<file path="config.mk">
export PLATFORM = sky130hd
export DESIGN_NAME = uart_control
export DESIGN_NICKNAME = d
export VERILOG_FILES = /design/src/common/uart_str_pkg.sv /design/src/str_deframer.sv /design/src/str_framer.sv /design/src/uart_control.sv /design/src/uart/uart_rx.sv /design/src/uart/uart_tx.sv
export VERILOG_INCLUDE_DIRS = /design/src /design/src/common
export SDC_FILE = /design/constraint.sdc
export NUM_CORES = 2
export LEC_CHECK = 0
export BUFFER_PORTS_ARGS = -buffer_cell sky130_fd_sc_hd__buf_2
export CELL_PAD_IN_SITES_DETAIL_PLACEMENT = 0
export CELL_PAD_IN_SITES_GLOBAL_PLACEMENT = 1
export CORE_MARGIN = 10
export CORE_UTILIZATION = 50
export CTS_CLUSTER_DIAMETER = 150
export DETAILED_ROUTE_END_ITERATION = 10
export GPL_TIMING_DRIVEN = 0
export PLACE_DENSITY_LB_ADDON = 0.2
export SETUP_SLACK_MARGIN = 0.5
export SLEW_MARGIN = 20
export SYNTH_ARGS = -nofsm -noshare
export SYNTH_HDL_FRONTEND = slang
export SYNTH_SLANG_ARGS = --single-unit
</file>
<file path="constraint.sdc">
create_clock -name sys_clk -period 25.2 [get_ports sys_clk]
set_input_delay 3.78 -clock sys_clk [delete_from_list [all_inputs] [get_ports sys_clk]]
set_output_delay 3.78 -clock sys_clk [all_outputs]
set_load 0.02 [all_outputs]
</file>
<file path="src/common/uart_str_config.svh">
// build-time settings for the UART string link
// string size, serial bit timing and frame delimiter
`ifndef UART_STR_CONFIG_SVH
`define UART_STR_CONFIG_SVH

// largest payload in bytes, delimiters not counted
`define STR_MAX_CHARS 32

// sys_clk cycles per serial bit
// 8 keeps simulation short, 434 gives 115200 baud from 50 MHz
`define UART_CLKS_PER_BIT 8

// frame marker, ASCII '&'
`define STR_DELIM 8'h26

`endif

</file>
<file path="src/common/uart_str_pkg.sv">
// shared types of the UART string link
// string length and buffer, string message, byte strobe
// framer and deframer state encodings
`include "uart_str_config.svh"

package uart_str_pkg;

	// length of a string in bytes
	typedef logic [7:0] str_len_t;

	// byte 0 sits in the lowest bits
	typedef logic [`STR_MAX_CHARS-1:0][7:0] str_buf_t;

	// complete string as it crosses ports
	typedef struct packed {
		str_len_t len;
		str_buf_t data;
	} str_msg_t;

	// one byte with a single-cycle strobe
	typedef struct packed {
		logic       stb;
		logic [7:0] data;
	} byte_stb_t;

	typedef enum logic [2:0] {
		TX_IDLE,
		TX_DELIM1,
		TX_DELIM2,
		TX_CONTENT,
		TX_DELIM3,
		TX_DELIM4
	} tx_frame_state_e;

	typedef enum logic [2:0] {
		RX_HUNT1,
		RX_HUNT2,
		RX_BODY,
		RX_BODY_AMP,
		RX_DISCARD
	} rx_frame_state_e;

endpackage

</file>
<file path="src/str_deframer.sv">
// string deframer
// hunts for "&&", collects the body up to the closing "&&"
// a single '&' in the body is kept as data
// oversized frames raise rx_err and are skipped
`timescale 1ns/1ps
`include "uart_str_config.svh"

module str_deframer (
	input  logic                    sys_clk,
	input  logic                    sys_rst_n,
	input  uart_str_pkg::byte_stb_t rx_byte,
	output uart_str_pkg::str_msg_t  rx_msg,
	output logic                    rx_busy,
	output logic                    rx_done,
	output logic                    rx_err
);

	import uart_str_pkg::*;

	localparam str_len_t MAX_LEN = str_len_t'(`STR_MAX_CHARS);

	rx_frame_state_e state;
	str_buf_t        buf_q;
	str_len_t        cnt;
	// last discarded byte was a delimiter
	logic            disc_amp;
	logic            is_delim;
	logic            fits_one;
	logic            fits_two;
	logic            wr_one;
	logic            wr_two;

	assign is_delim = rx_byte.stb && (rx_byte.data == `STR_DELIM);
	assign fits_one = (cnt < MAX_LEN);
	assign fits_two = (cnt < MAX_LEN - 8'd1);
	assign wr_one   = rx_byte.stb && !is_delim && (state == RX_BODY) && fits_one;
	// held '&' plus the byte after it
	assign wr_two   = rx_byte.stb && !is_delim && (state == RX_BODY_AMP) && fits_two;

	always_ff @(posedge sys_clk or negedge sys_rst_n) begin
		if (!sys_rst_n) begin
			state    <= RX_HUNT1;
			cnt      <= '0;
			disc_amp <= 1'b0;
			rx_busy  <= 1'b0;
			rx_done  <= 1'b0;
			rx_err   <= 1'b0;
			rx_msg   <= '0;
		end else begin
			rx_done <= 1'b0;
			rx_err  <= 1'b0;
			if (rx_byte.stb) begin
				case (state)
					RX_HUNT1: begin
						if (is_delim)
							state <= RX_HUNT2;
					end
					RX_HUNT2: begin
						if (is_delim) begin
							state   <= RX_BODY;
							cnt     <= '0;
							rx_busy <= 1'b1;
						end else begin
							state <= RX_HUNT1;
						end
					end
					RX_BODY: begin
						if (is_delim) begin
							state <= RX_BODY_AMP;
						end else if (wr_one) begin
							cnt <= cnt + 8'd1;
						end else begin
							state    <= RX_DISCARD;
							disc_amp <= 1'b0;
							rx_busy  <= 1'b0;
							rx_err   <= 1'b1;
						end
					end
					RX_BODY_AMP: begin
						if (is_delim) begin
							state   <= RX_HUNT1;
							rx_busy <= 1'b0;
							rx_done <= 1'b1;
							rx_msg  <= '{len: cnt, data: buf_q};
						end else if (wr_two) begin
							state <= RX_BODY;
							cnt   <= cnt + 8'd2;
						end else begin
							state    <= RX_DISCARD;
							disc_amp <= 1'b0;
							rx_busy  <= 1'b0;
							rx_err   <= 1'b1;
						end
					end
					RX_DISCARD: begin
						// closing pair of the dropped frame
						if (is_delim && disc_amp) begin
							state    <= RX_HUNT1;
							disc_amp <= 1'b0;
						end else begin
							disc_amp <= is_delim;
						end
					end
					default: state <= RX_HUNT1;
				endcase
			end
		end
	end

	// working buffer
	always_ff @(posedge sys_clk) begin
		if (wr_one) begin
			buf_q[cnt] <= rx_byte.data;
		end else if (wr_two) begin
			buf_q[cnt]        <= `STR_DELIM;
			buf_q[cnt + 8'd1] <= rx_byte.data;
		end
	end

	// deserializer bytes are single-cycle strobes, a frame apart
	a_byte_stb_single: assert property (
		@(posedge sys_clk) disable iff (!sys_rst_n) rx_byte.stb |=> !rx_byte.stb
	);

endmodule

</file>
<file path="src/str_framer.sv">
// string framer
// wraps a latched string as "&&" + content + "&&"
// one byte handed to the serializer per tx_byte_done
`timescale 1ns/1ps
`include "uart_str_config.svh"

module str_framer (
	input  logic                    sys_clk,
	input  logic                    sys_rst_n,
	input  uart_str_pkg::str_msg_t  tx_msg,
	input  logic                    tx_req,
	output logic                    tx_busy,
	output logic                    tx_done,
	output uart_str_pkg::byte_stb_t tx_byte,
	input  logic                    tx_byte_done
);

	import uart_str_pkg::*;

	tx_frame_state_e state;
	str_msg_t        msg_q;
	// index of the next content byte
	str_len_t        idx;

	always_ff @(posedge sys_clk or negedge sys_rst_n) begin
		if (!sys_rst_n) begin
			state   <= TX_IDLE;
			idx     <= '0;
			tx_done <= 1'b0;
			tx_byte <= '0;
		end else begin
			tx_done     <= 1'b0;
			tx_byte.stb <= 1'b0;
			case (state)
				TX_IDLE: begin
					if (tx_req) begin
						state   <= TX_DELIM1;
						tx_byte <= '{stb: 1'b1, data: `STR_DELIM};
					end
				end
				TX_DELIM1: begin
					if (tx_byte_done) begin
						state   <= TX_DELIM2;
						tx_byte <= '{stb: 1'b1, data: `STR_DELIM};
					end
				end
				TX_DELIM2: begin
					if (tx_byte_done) begin
						// empty string goes straight to the closing pair
						if (msg_q.len == '0) begin
							state   <= TX_DELIM3;
							tx_byte <= '{stb: 1'b1, data: `STR_DELIM};
						end else begin
							state   <= TX_CONTENT;
							idx     <= 8'd1;
							tx_byte <= '{stb: 1'b1, data: msg_q.data[0]};
						end
					end
				end
				TX_CONTENT: begin
					if (tx_byte_done) begin
						if (idx == msg_q.len) begin
							state   <= TX_DELIM3;
							tx_byte <= '{stb: 1'b1, data: `STR_DELIM};
						end else begin
							idx     <= idx + 8'd1;
							tx_byte <= '{stb: 1'b1, data: msg_q.data[idx]};
						end
					end
				end
				TX_DELIM3: begin
					if (tx_byte_done) begin
						state   <= TX_DELIM4;
						tx_byte <= '{stb: 1'b1, data: `STR_DELIM};
					end
				end
				TX_DELIM4: begin
					if (tx_byte_done) begin
						state   <= TX_IDLE;
						tx_done <= 1'b1;
					end
				end
				default: state <= TX_IDLE;
			endcase
		end
	end

	// message captured on acceptance only
	always_ff @(posedge sys_clk) begin
		if (state == TX_IDLE && tx_req)
			msg_q <= tx_msg;
	end

	assign tx_busy = (state != TX_IDLE);

	a_len_in_range: assert property (
		@(posedge sys_clk) disable iff (!sys_rst_n)
		(state != TX_IDLE) |-> (msg_q.len <= str_len_t'(`STR_MAX_CHARS))
	);

endmodule

</file>
<file path="src/uart_control.sv">
// UART string link top level
// transmit path: framer into 8N1 serializer
// receive path: 8N1 deserializer into deframer
`timescale 1ns/1ps

module uart_control (
	input  logic                   sys_clk,
	input  logic                   sys_rst_n,

	input  uart_str_pkg::str_msg_t tx_msg,
	input  logic                   tx_req,
	output logic                   tx_busy,
	output logic                   tx_done,

	output uart_str_pkg::str_msg_t rx_msg,
	output logic                   rx_busy,
	output logic                   rx_done,
	output logic                   rx_err,

	input  logic                   uart_rx_port,
	output logic                   uart_tx_port
);

	import uart_str_pkg::*;

	byte_stb_t tx_byte;
	logic      tx_byte_done;
	byte_stb_t rx_byte;

	str_framer u_framer (
		.sys_clk      (sys_clk),
		.sys_rst_n    (sys_rst_n),
		.tx_msg       (tx_msg),
		.tx_req       (tx_req),
		.tx_busy      (tx_busy),
		.tx_done      (tx_done),
		.tx_byte      (tx_byte),
		.tx_byte_done (tx_byte_done)
	);

	uart_tx u_uart_tx (
		.sys_clk      (sys_clk),
		.sys_rst_n    (sys_rst_n),
		.tx_byte      (tx_byte),
		.txd          (uart_tx_port),
		.tx_byte_done (tx_byte_done)
	);

	uart_rx u_uart_rx (
		.sys_clk   (sys_clk),
		.sys_rst_n (sys_rst_n),
		.rxd       (uart_rx_port),
		.rx_byte   (rx_byte)
	);

	str_deframer u_deframer (
		.sys_clk   (sys_clk),
		.sys_rst_n (sys_rst_n),
		.rx_byte   (rx_byte),
		.rx_msg    (rx_msg),
		.rx_busy   (rx_busy),
		.rx_done   (rx_done),
		.rx_err    (rx_err)
	);

endmodule

</file>
<file path="src/uart/uart_rx.sv">
// 8N1 deserializer
// two-stage input synchronizer and falling edge detect
// start confirmed at half a bit, then mid-bit sampling
// bytes with a low stop bit are dropped
`timescale 1ns/1ps
`include "uart_str_config.svh"

module uart_rx #(
	parameter int CLKS_PER_BIT = `UART_CLKS_PER_BIT
) (
	input  logic                    sys_clk,
	input  logic                    sys_rst_n,
	input  logic                    rxd,
	output uart_str_pkg::byte_stb_t rx_byte
);

	localparam int CNT_W = $clog2(CLKS_PER_BIT + 1);
	localparam logic [CNT_W-1:0] CNT_LAST = CNT_W'(CLKS_PER_BIT - 1);
	localparam logic [CNT_W-1:0] CNT_HALF = CNT_W'(CLKS_PER_BIT / 2 - 1);

	logic             rx_meta;
	logic             rx_sync;
	logic             rx_prev;
	logic             active;
	logic [CNT_W-1:0] clk_cnt;
	// 0 start, 1..8 data, 9 stop
	logic [3:0]       bit_idx;
	logic [7:0]       shreg;
	logic             byte_stb;
	logic             sample;

	always_ff @(posedge sys_clk or negedge sys_rst_n) begin
		if (!sys_rst_n) begin
			rx_meta <= 1'b1;
			rx_sync <= 1'b1;
			rx_prev <= 1'b1;
		end else begin
			rx_meta <= rxd;
			rx_sync <= rx_meta;
			rx_prev <= rx_sync;
		end
	end

	// start bit is checked at its middle, all others one bit later
	assign sample = active && (clk_cnt == ((bit_idx == 4'd0) ? CNT_HALF : CNT_LAST));

	always_ff @(posedge sys_clk or negedge sys_rst_n) begin
		if (!sys_rst_n) begin
			active   <= 1'b0;
			clk_cnt  <= '0;
			bit_idx  <= '0;
			byte_stb <= 1'b0;
		end else begin
			byte_stb <= 1'b0;
			if (!active) begin
				if (rx_prev && !rx_sync) begin
					active  <= 1'b1;
					clk_cnt <= '0;
					bit_idx <= '0;
				end
			end else if (sample) begin
				clk_cnt <= '0;
				bit_idx <= bit_idx + 4'd1;
				// glitch, not a start bit
				if (bit_idx == 4'd0 && rx_sync)
					active <= 1'b0;
				if (bit_idx == 4'd9) begin
					active   <= 1'b0;
					byte_stb <= rx_sync;
				end
			end else begin
				clk_cnt <= clk_cnt + 1'b1;
			end
		end
	end

	// data bits arrive LSB first
	always_ff @(posedge sys_clk) begin
		if (sample && bit_idx >= 4'd1 && bit_idx <= 4'd8)
			shreg <= {rx_sync, shreg[7:1]};
	end

	assign rx_byte.stb  = byte_stb;
	assign rx_byte.data = shreg;

endmodule

</file>
<file path="src/uart/uart_tx.sv">
// 8N1 serializer
// start bit, eight data bits LSB first, one stop bit
// done strobe in the last cycle of the stop bit
`timescale 1ns/1ps
`include "uart_str_config.svh"

module uart_tx #(
	parameter int CLKS_PER_BIT = `UART_CLKS_PER_BIT
) (
	input  logic                    sys_clk,
	input  logic                    sys_rst_n,
	input  uart_str_pkg::byte_stb_t tx_byte,
	output logic                    txd,
	output logic                    tx_byte_done
);

	localparam int CNT_W = $clog2(CLKS_PER_BIT + 1);
	localparam logic [CNT_W-1:0] CNT_LAST = CNT_W'(CLKS_PER_BIT - 1);

	logic             busy;
	logic [CNT_W-1:0] clk_cnt;
	// 0 start, 1..8 data, 9 stop
	logic [3:0]       bit_idx;
	logic [9:0]       shreg;
	logic             bit_end;

	assign bit_end = (clk_cnt == CNT_LAST);

	always_ff @(posedge sys_clk or negedge sys_rst_n) begin
		if (!sys_rst_n) begin
			busy    <= 1'b0;
			clk_cnt <= '0;
			bit_idx <= '0;
		end else if (tx_byte.stb && !busy) begin
			busy    <= 1'b1;
			clk_cnt <= '0;
			bit_idx <= '0;
		end else if (busy) begin
			if (bit_end) begin
				clk_cnt <= '0;
				if (bit_idx == 4'd9)
					busy <= 1'b0;
				else
					bit_idx <= bit_idx + 4'd1;
			end else begin
				clk_cnt <= clk_cnt + 1'b1;
			end
		end
	end

	// frame image, shifted out from bit 0
	always_ff @(posedge sys_clk) begin
		if (tx_byte.stb && !busy)
			shreg <= {1'b1, tx_byte.data, 1'b0};
		else if (busy && bit_end)
			shreg <= {1'b1, shreg[9:1]};
	end

	// idle line is high
	assign txd          = busy ? shreg[0] : 1'b1;
	assign tx_byte_done = busy && bit_end && (bit_idx == 4'd9);

	// the framer must wait for tx_byte_done before the next byte
	a_no_start_while_busy: assert property (
		@(posedge sys_clk) disable iff (!sys_rst_n) tx_byte.stb |-> !busy
	);

endmodule
</file>
Yosys cells after proc, flatten, opt, wreduce, memory -nomap -nowiden
Index checks and enable logic that the tools add are counted.
{"block": "totals", "ff_bits": 859, "output_inout_bits": 270}
{"block": "op_classes", "addsub": 7, "order_cmp": 9, "n_eq_ne": 38, "n_mux": 93, "n_bitwise": 3, "n_reduce_logical": 46}
{"cell": "$bwmux 256", "count": 2}
{"cell": "$mux 256", "count": 2}
{"cell": "$and 160x160->160", "count": 1}
{"cell": "$not 160->160", "count": 1}
{"cell": "$mux 8", "count": 14}
{"cell": "$or 96x96->96", "count": 1}
{"cell": "$demux 8 s5", "count": 2}
{"cell": "$mux 9", "count": 6}
{"cell": "$mux 4", "count": 12}
{"cell": "$mux 3", "count": 15}
{"cell": "$bmux 8 s5", "count": 1}
{"cell": "$pmux 9 s4", "count": 1}
{"cell": "$lt 8x6->1 const B", "count": 4}
{"cell": "$mux 1", "count": 30}
{"cell": "$ne 2x2->1 const B", "count": 13}
{"cell": "$pmux 8 s3", "count": 1}
{"cell": "$logic_and 1x1->1", "count": 18}
{"cell": "$pmux 3 s6", "count": 1}
{"cell": "$add 4x1->4 const B", "count": 4}
{"cell": "$add 8x1->8 const B", "count": 2}
{"cell": "$ge 8x1->1 const B", "count": 2}
{"cell": "$ne 2x1->1 const B", "count": 8}
{"cell": "$pmux 8 s2", "count": 1}
{"cell": "$pmux 3 s5", "count": 1}
{"cell": "30 further kinds", "count": 53}

Logic depth before layout (Yosys ltp)
{"block": "logic_depth", "word_depth": 10, "depth_mapped": 10, "mapped_depth_nobuf": 8}

Modules after synthesis
Synthesis repeated with hierarchy kept, for this count alone.
{"block": "hier_totals", "hier_cells": 2533, "hier_area_um2": 37420.9}
{"mod": "str_deframer", "instances": 1, "cells_each": 1810, "area_each_um2": 24247.0}
{"mod": "str_framer", "instances": 1, "cells_each": 578, "area_each_um2": 11355.9}
{"mod": "uart_rx", "instances": 1, "cells_each": 77, "area_each_um2": 948.4}
{"mod": "uart_tx", "instances": 1, "cells_each": 68, "area_each_um2": 869.6}

Worst setup path after synthesis
OpenSTA, ideal clock, no wires.
{"block": "synth_timing", "path_type": "input-to-reg", "from": "input port tx_req", "to": "register u_framer.tx_byte[0] (netlist name)", "setup_ns": 0.147, "t_arrival_ns": 16.562, "required_time_ns": 25.053, "path_slack_ns": 8.491, "stages": 5, "path_buffers": 0, "path_cell_list": "inv_1 nor2_1 a31oi_1 a22oi_1 o21ai_0"}
{"block": "synth_between", "elab_chain_len": 2}
{"element": "from (decl)", "line": "uart_control.sv:11", "text": "input logic tx_req,"}
{"element": "$ne 2x2->1 (no line)"}
{"element": "$reduce_and 5->1 (no line)"}
Every way passes these cells.
A chain may end at the register's enable or synchronous reset.

Worst setup path in the final report
{"block": "layout_timing", "from": "register u_framer.state[1]", "to": "output port tx_busy"}
{"block": "layout_between", "elab_chain_len": 1}
{"element": "from (decl)", "line": "str_framer.sv:20", "text": "tx_frame_state_e state;"}
{"element": "from (signal assigned)", "line": "str_framer.sv:27", "text": "state <= TX_IDLE;"}
{"element": "from (signal assigned)", "line": "str_framer.sv:37", "text": "state <= TX_DELIM1;"}
{"element": "from (signal assigned)", "line": "str_framer.sv:43", "text": "state <= TX_DELIM2;"}
{"element": "$reduce_bool 3->1", "line": "str_framer.sv:94", "text": "assign tx_busy = (state != TX_IDLE);"}
{"element": "to (decl)", "line": "uart_control.sv:12", "text": "output logic tx_busy,"}
Every way passes these cells.

==> metrics <==
total track usage=0.273; CTS tree=done; CTS resizes=0; Post-CTS Setup Repair Bufs=0; internal power=2.39 mW; H-tree depth=3; synth top area cells=edfxtp_1, dfrtp_1, nand2_1; Buffers on Ports=537; global route overflow=0; max_cap viols=0; Worst EP arrival=1.92 ns; Yosys top cell by area=edfxtp_1; Longest Clk Path Bufs=3; nets=3,884; Peak VDD IR=0.0556 mV; Synth Register Bits=859; Max Freq=175 MHz; hold_buf cts=0; vias=27.0k; leakage power=18.3 nW; count leader, synth=nand2_1; clk sinks=859; Slew Limit Fails=0; first-pass GRT wire length=176 mm; Cells after Synth=2,960; drt pass-1 iters=5; Clock Tree Root=clkbuf_16; Final Hold Viols=0; sequential power share=0.496; Rows=99; number of flops mapped to enable cells by yosys=536; Die Ht=290 um; layout cell share with drive strength beyond 1=0.240; ys async rst share=0.375; Post-Route WL=118 mm; vias in the first global route=28.1k; area grow syn2layout=20.0%; total CTS buffers=90; Clk pwr share=0.451; synthesized area=36,500 um^2; Hold Path Class=register to register; crit start category=register; largest net degree at the start of global routing=102; Die Area=84,200 um^2; sequential area share after synthesis=0.662; power share of the combinational group=0.053; power density over the cells=70.4 nW/um^2; core box area=72,700 um^2; fraction of the cycle the final worst path needs=0.226; Mean Syn Cell Area=12.3 um^2; Synthesized Nets=3,243; worst hold slack=0.360 ns; Antenna Violating Nets Remaining=0; Req. time, crit path=21.42 ns; Synth top cells by count=nand2_1, edfxtp_1, dfrtp_1, a22o_1, o21ai_0; Yosys cell types=84; Die Width=290 um; Final GP Congestion=0.933; Worst Tran Pin Value=1.24 ns; top_reg_cell synth=edfxtp_1; antenna violations before repair=9; kind of critical path=register to output port; Final Util=0.603; clk_lat worst skew=0.66 ns; critical-path maximum fanout=10; Slew HR=0.172; Yosys top cell area share=0.441; io pins=538; register clock-pin slew on the reported worst setup and hold paths=0.06 ns; RSZ-0062 raised after global routing=false; switch share=0.225; Setup TNS=0 ns; DPL Wire Length=88.9 mm; 1st-iter DRT viols=2,276; run status=completed; wire length per cell=25.5 um; clock skew=0.0298 ns; Synth Warn #=0; Setup crit end kind=output port; number of remaining DRC errors=0; Period minus WS final=5.70 ns; routed vias/inst=5.81; Psw=0.694 mW; Power Total=3.08 mW; Final Setup Violations=0; Initial Utilization=0.502
## cell type report
class | count | area (um^2)
antenna | 6 | 15.0
buffer | 182 | 810
clock buffer | 118 | 2490
clock inverter | 49 | 614
fill | 5923 | 28900
inverter | 49 | 184
multi-input combinational | 1870 | 11300
sequential | 859 | 24200
tap | 959 | 1200
timing repair buffer | 549 | 2980
## power groups by stage
stage                     clock (mW)  combinational, mW  sequential [mW]
after CTS                       1.41              0.164             1.53
after global routing            1.47              0.179             1.53
after floorplan                    0             0.0847             1.55
after detailed placement           0              0.163             1.56
after global placement             0              0.156             1.56
final                           1.39              0.164             1.53
## kinds of logic (layout without fill, tap and decap cells)
| logic type | after synthesis | after routing | synth area share |
|---|---|---|---|
| simple gates | 1148 | 1148 | 0.137 |
| xor+xnor | 19 | 19 | 0.00528 |
| mux | 89 | 89 | 0.0420 |
| fa+ha+maj | 15 | 15 | 0.00514 |
| flops | 859 | 859 | 0.662 |
| compound gates | 599 | 599 | 0.121 |
| other cells | 0 | 6 | 0 |
| buf+inv | 231 | 947 | 0.0272 |
## layer usage
layer	global-route usage	up-vias	share of wire
met5	0	-	0
met4	0.109	0	0.038
met3	0.0586	256	0.079
met2	0.465	1231	0.50
met1	0.335	13430	0.39
li1	-	12043	-
## path summary, 6_finish.rpt
| kind | start | end | slack [ns] | cells after the start |
|---|---|---|---|---|
| worst min register to register | u_uart_rx.rx_meta | u_uart_rx.rx_sync | 0.36 | 0 |
| max in group asynchronous | sys_rst_n | u_deframer.state[1] | 20.85 | 3 |
| min in group asynchronous | sys_rst_n | u_deframer.rx_msg[27] | 3.03 | 1 |
| worst max-delay path | u_framer.state[1] | tx_busy | 19.50 | 3 |
| worst min-delay path | u_uart_rx.rx_meta | u_uart_rx.rx_sync | 0.36 | 0 |
| worst max register to register | u_deframer.cnt[0] | u_deframer.buf_q[212] | 21.17 | 7 |
## layout by cell type (no fill, tap or decap), types with 15 or more instances in the layout
cell type and n:
o21ai_1 29, mux4_2 51, and2_1 19, buf_2 592, nand2b_1 15, o22a_1 27
clkbuf_16 93, nor3_1 18, nor2_1 66, mux2i_1 34, a21oi_1 96, nand4_1 23
nand2_1 861, o22ai_1 15, inv_1 48, a22o_1 162, o21ai_0 103, nand3_1 43
a2bb2oi_1 63, ha_1 15, dfrtp_1 319, edfxtp_1 536, clkbuf_1 119
## state kept, by name (all words and copies together) (netlist names), 3 cells and up
name,flops
u_uart_tx.clk_cnt,4
u_deframer.buf_q,256
u_uart_rx.clk_cnt,4
u_uart_rx.shreg,8
u_framer.tx_byte,9
u_deframer.rx_msg,264
u_framer.state,3
u_uart_tx.bit_idx,4
u_uart_tx.shreg,9
u_deframer.cnt,8
u_uart_rx.bit_idx,4
u_deframer.state,3
u_framer.idx,8
u_framer.msg_q,264
## worst max-delay path, cell delays in order, from the launching register on
cell      delay [ns]
dfrtp_1         0.36
clkbuf_1        0.19
or3_1           0.52
buf_2           0.21
## through the flow
| stage | setup slack [ns] | std cells | cell area (um^2) |
|---|---|---|---|
| 2_1_floorplan | 8.49 | 2960 | 36500 |
| 3_3_place_gp | 3.63 | 4456 | 40400 |
| 4_1_cts | 19.46 | 4635 | 43800 |
| 5_1_grt | 19.44 | 4641 | 43800 |
| 3_5_place_dp | 19.13 | 4468 | 40700 |
| 6_report | 19.50 | 4641 | 43800 |
No activity file was read; power rests on OpenSTA's default activity.
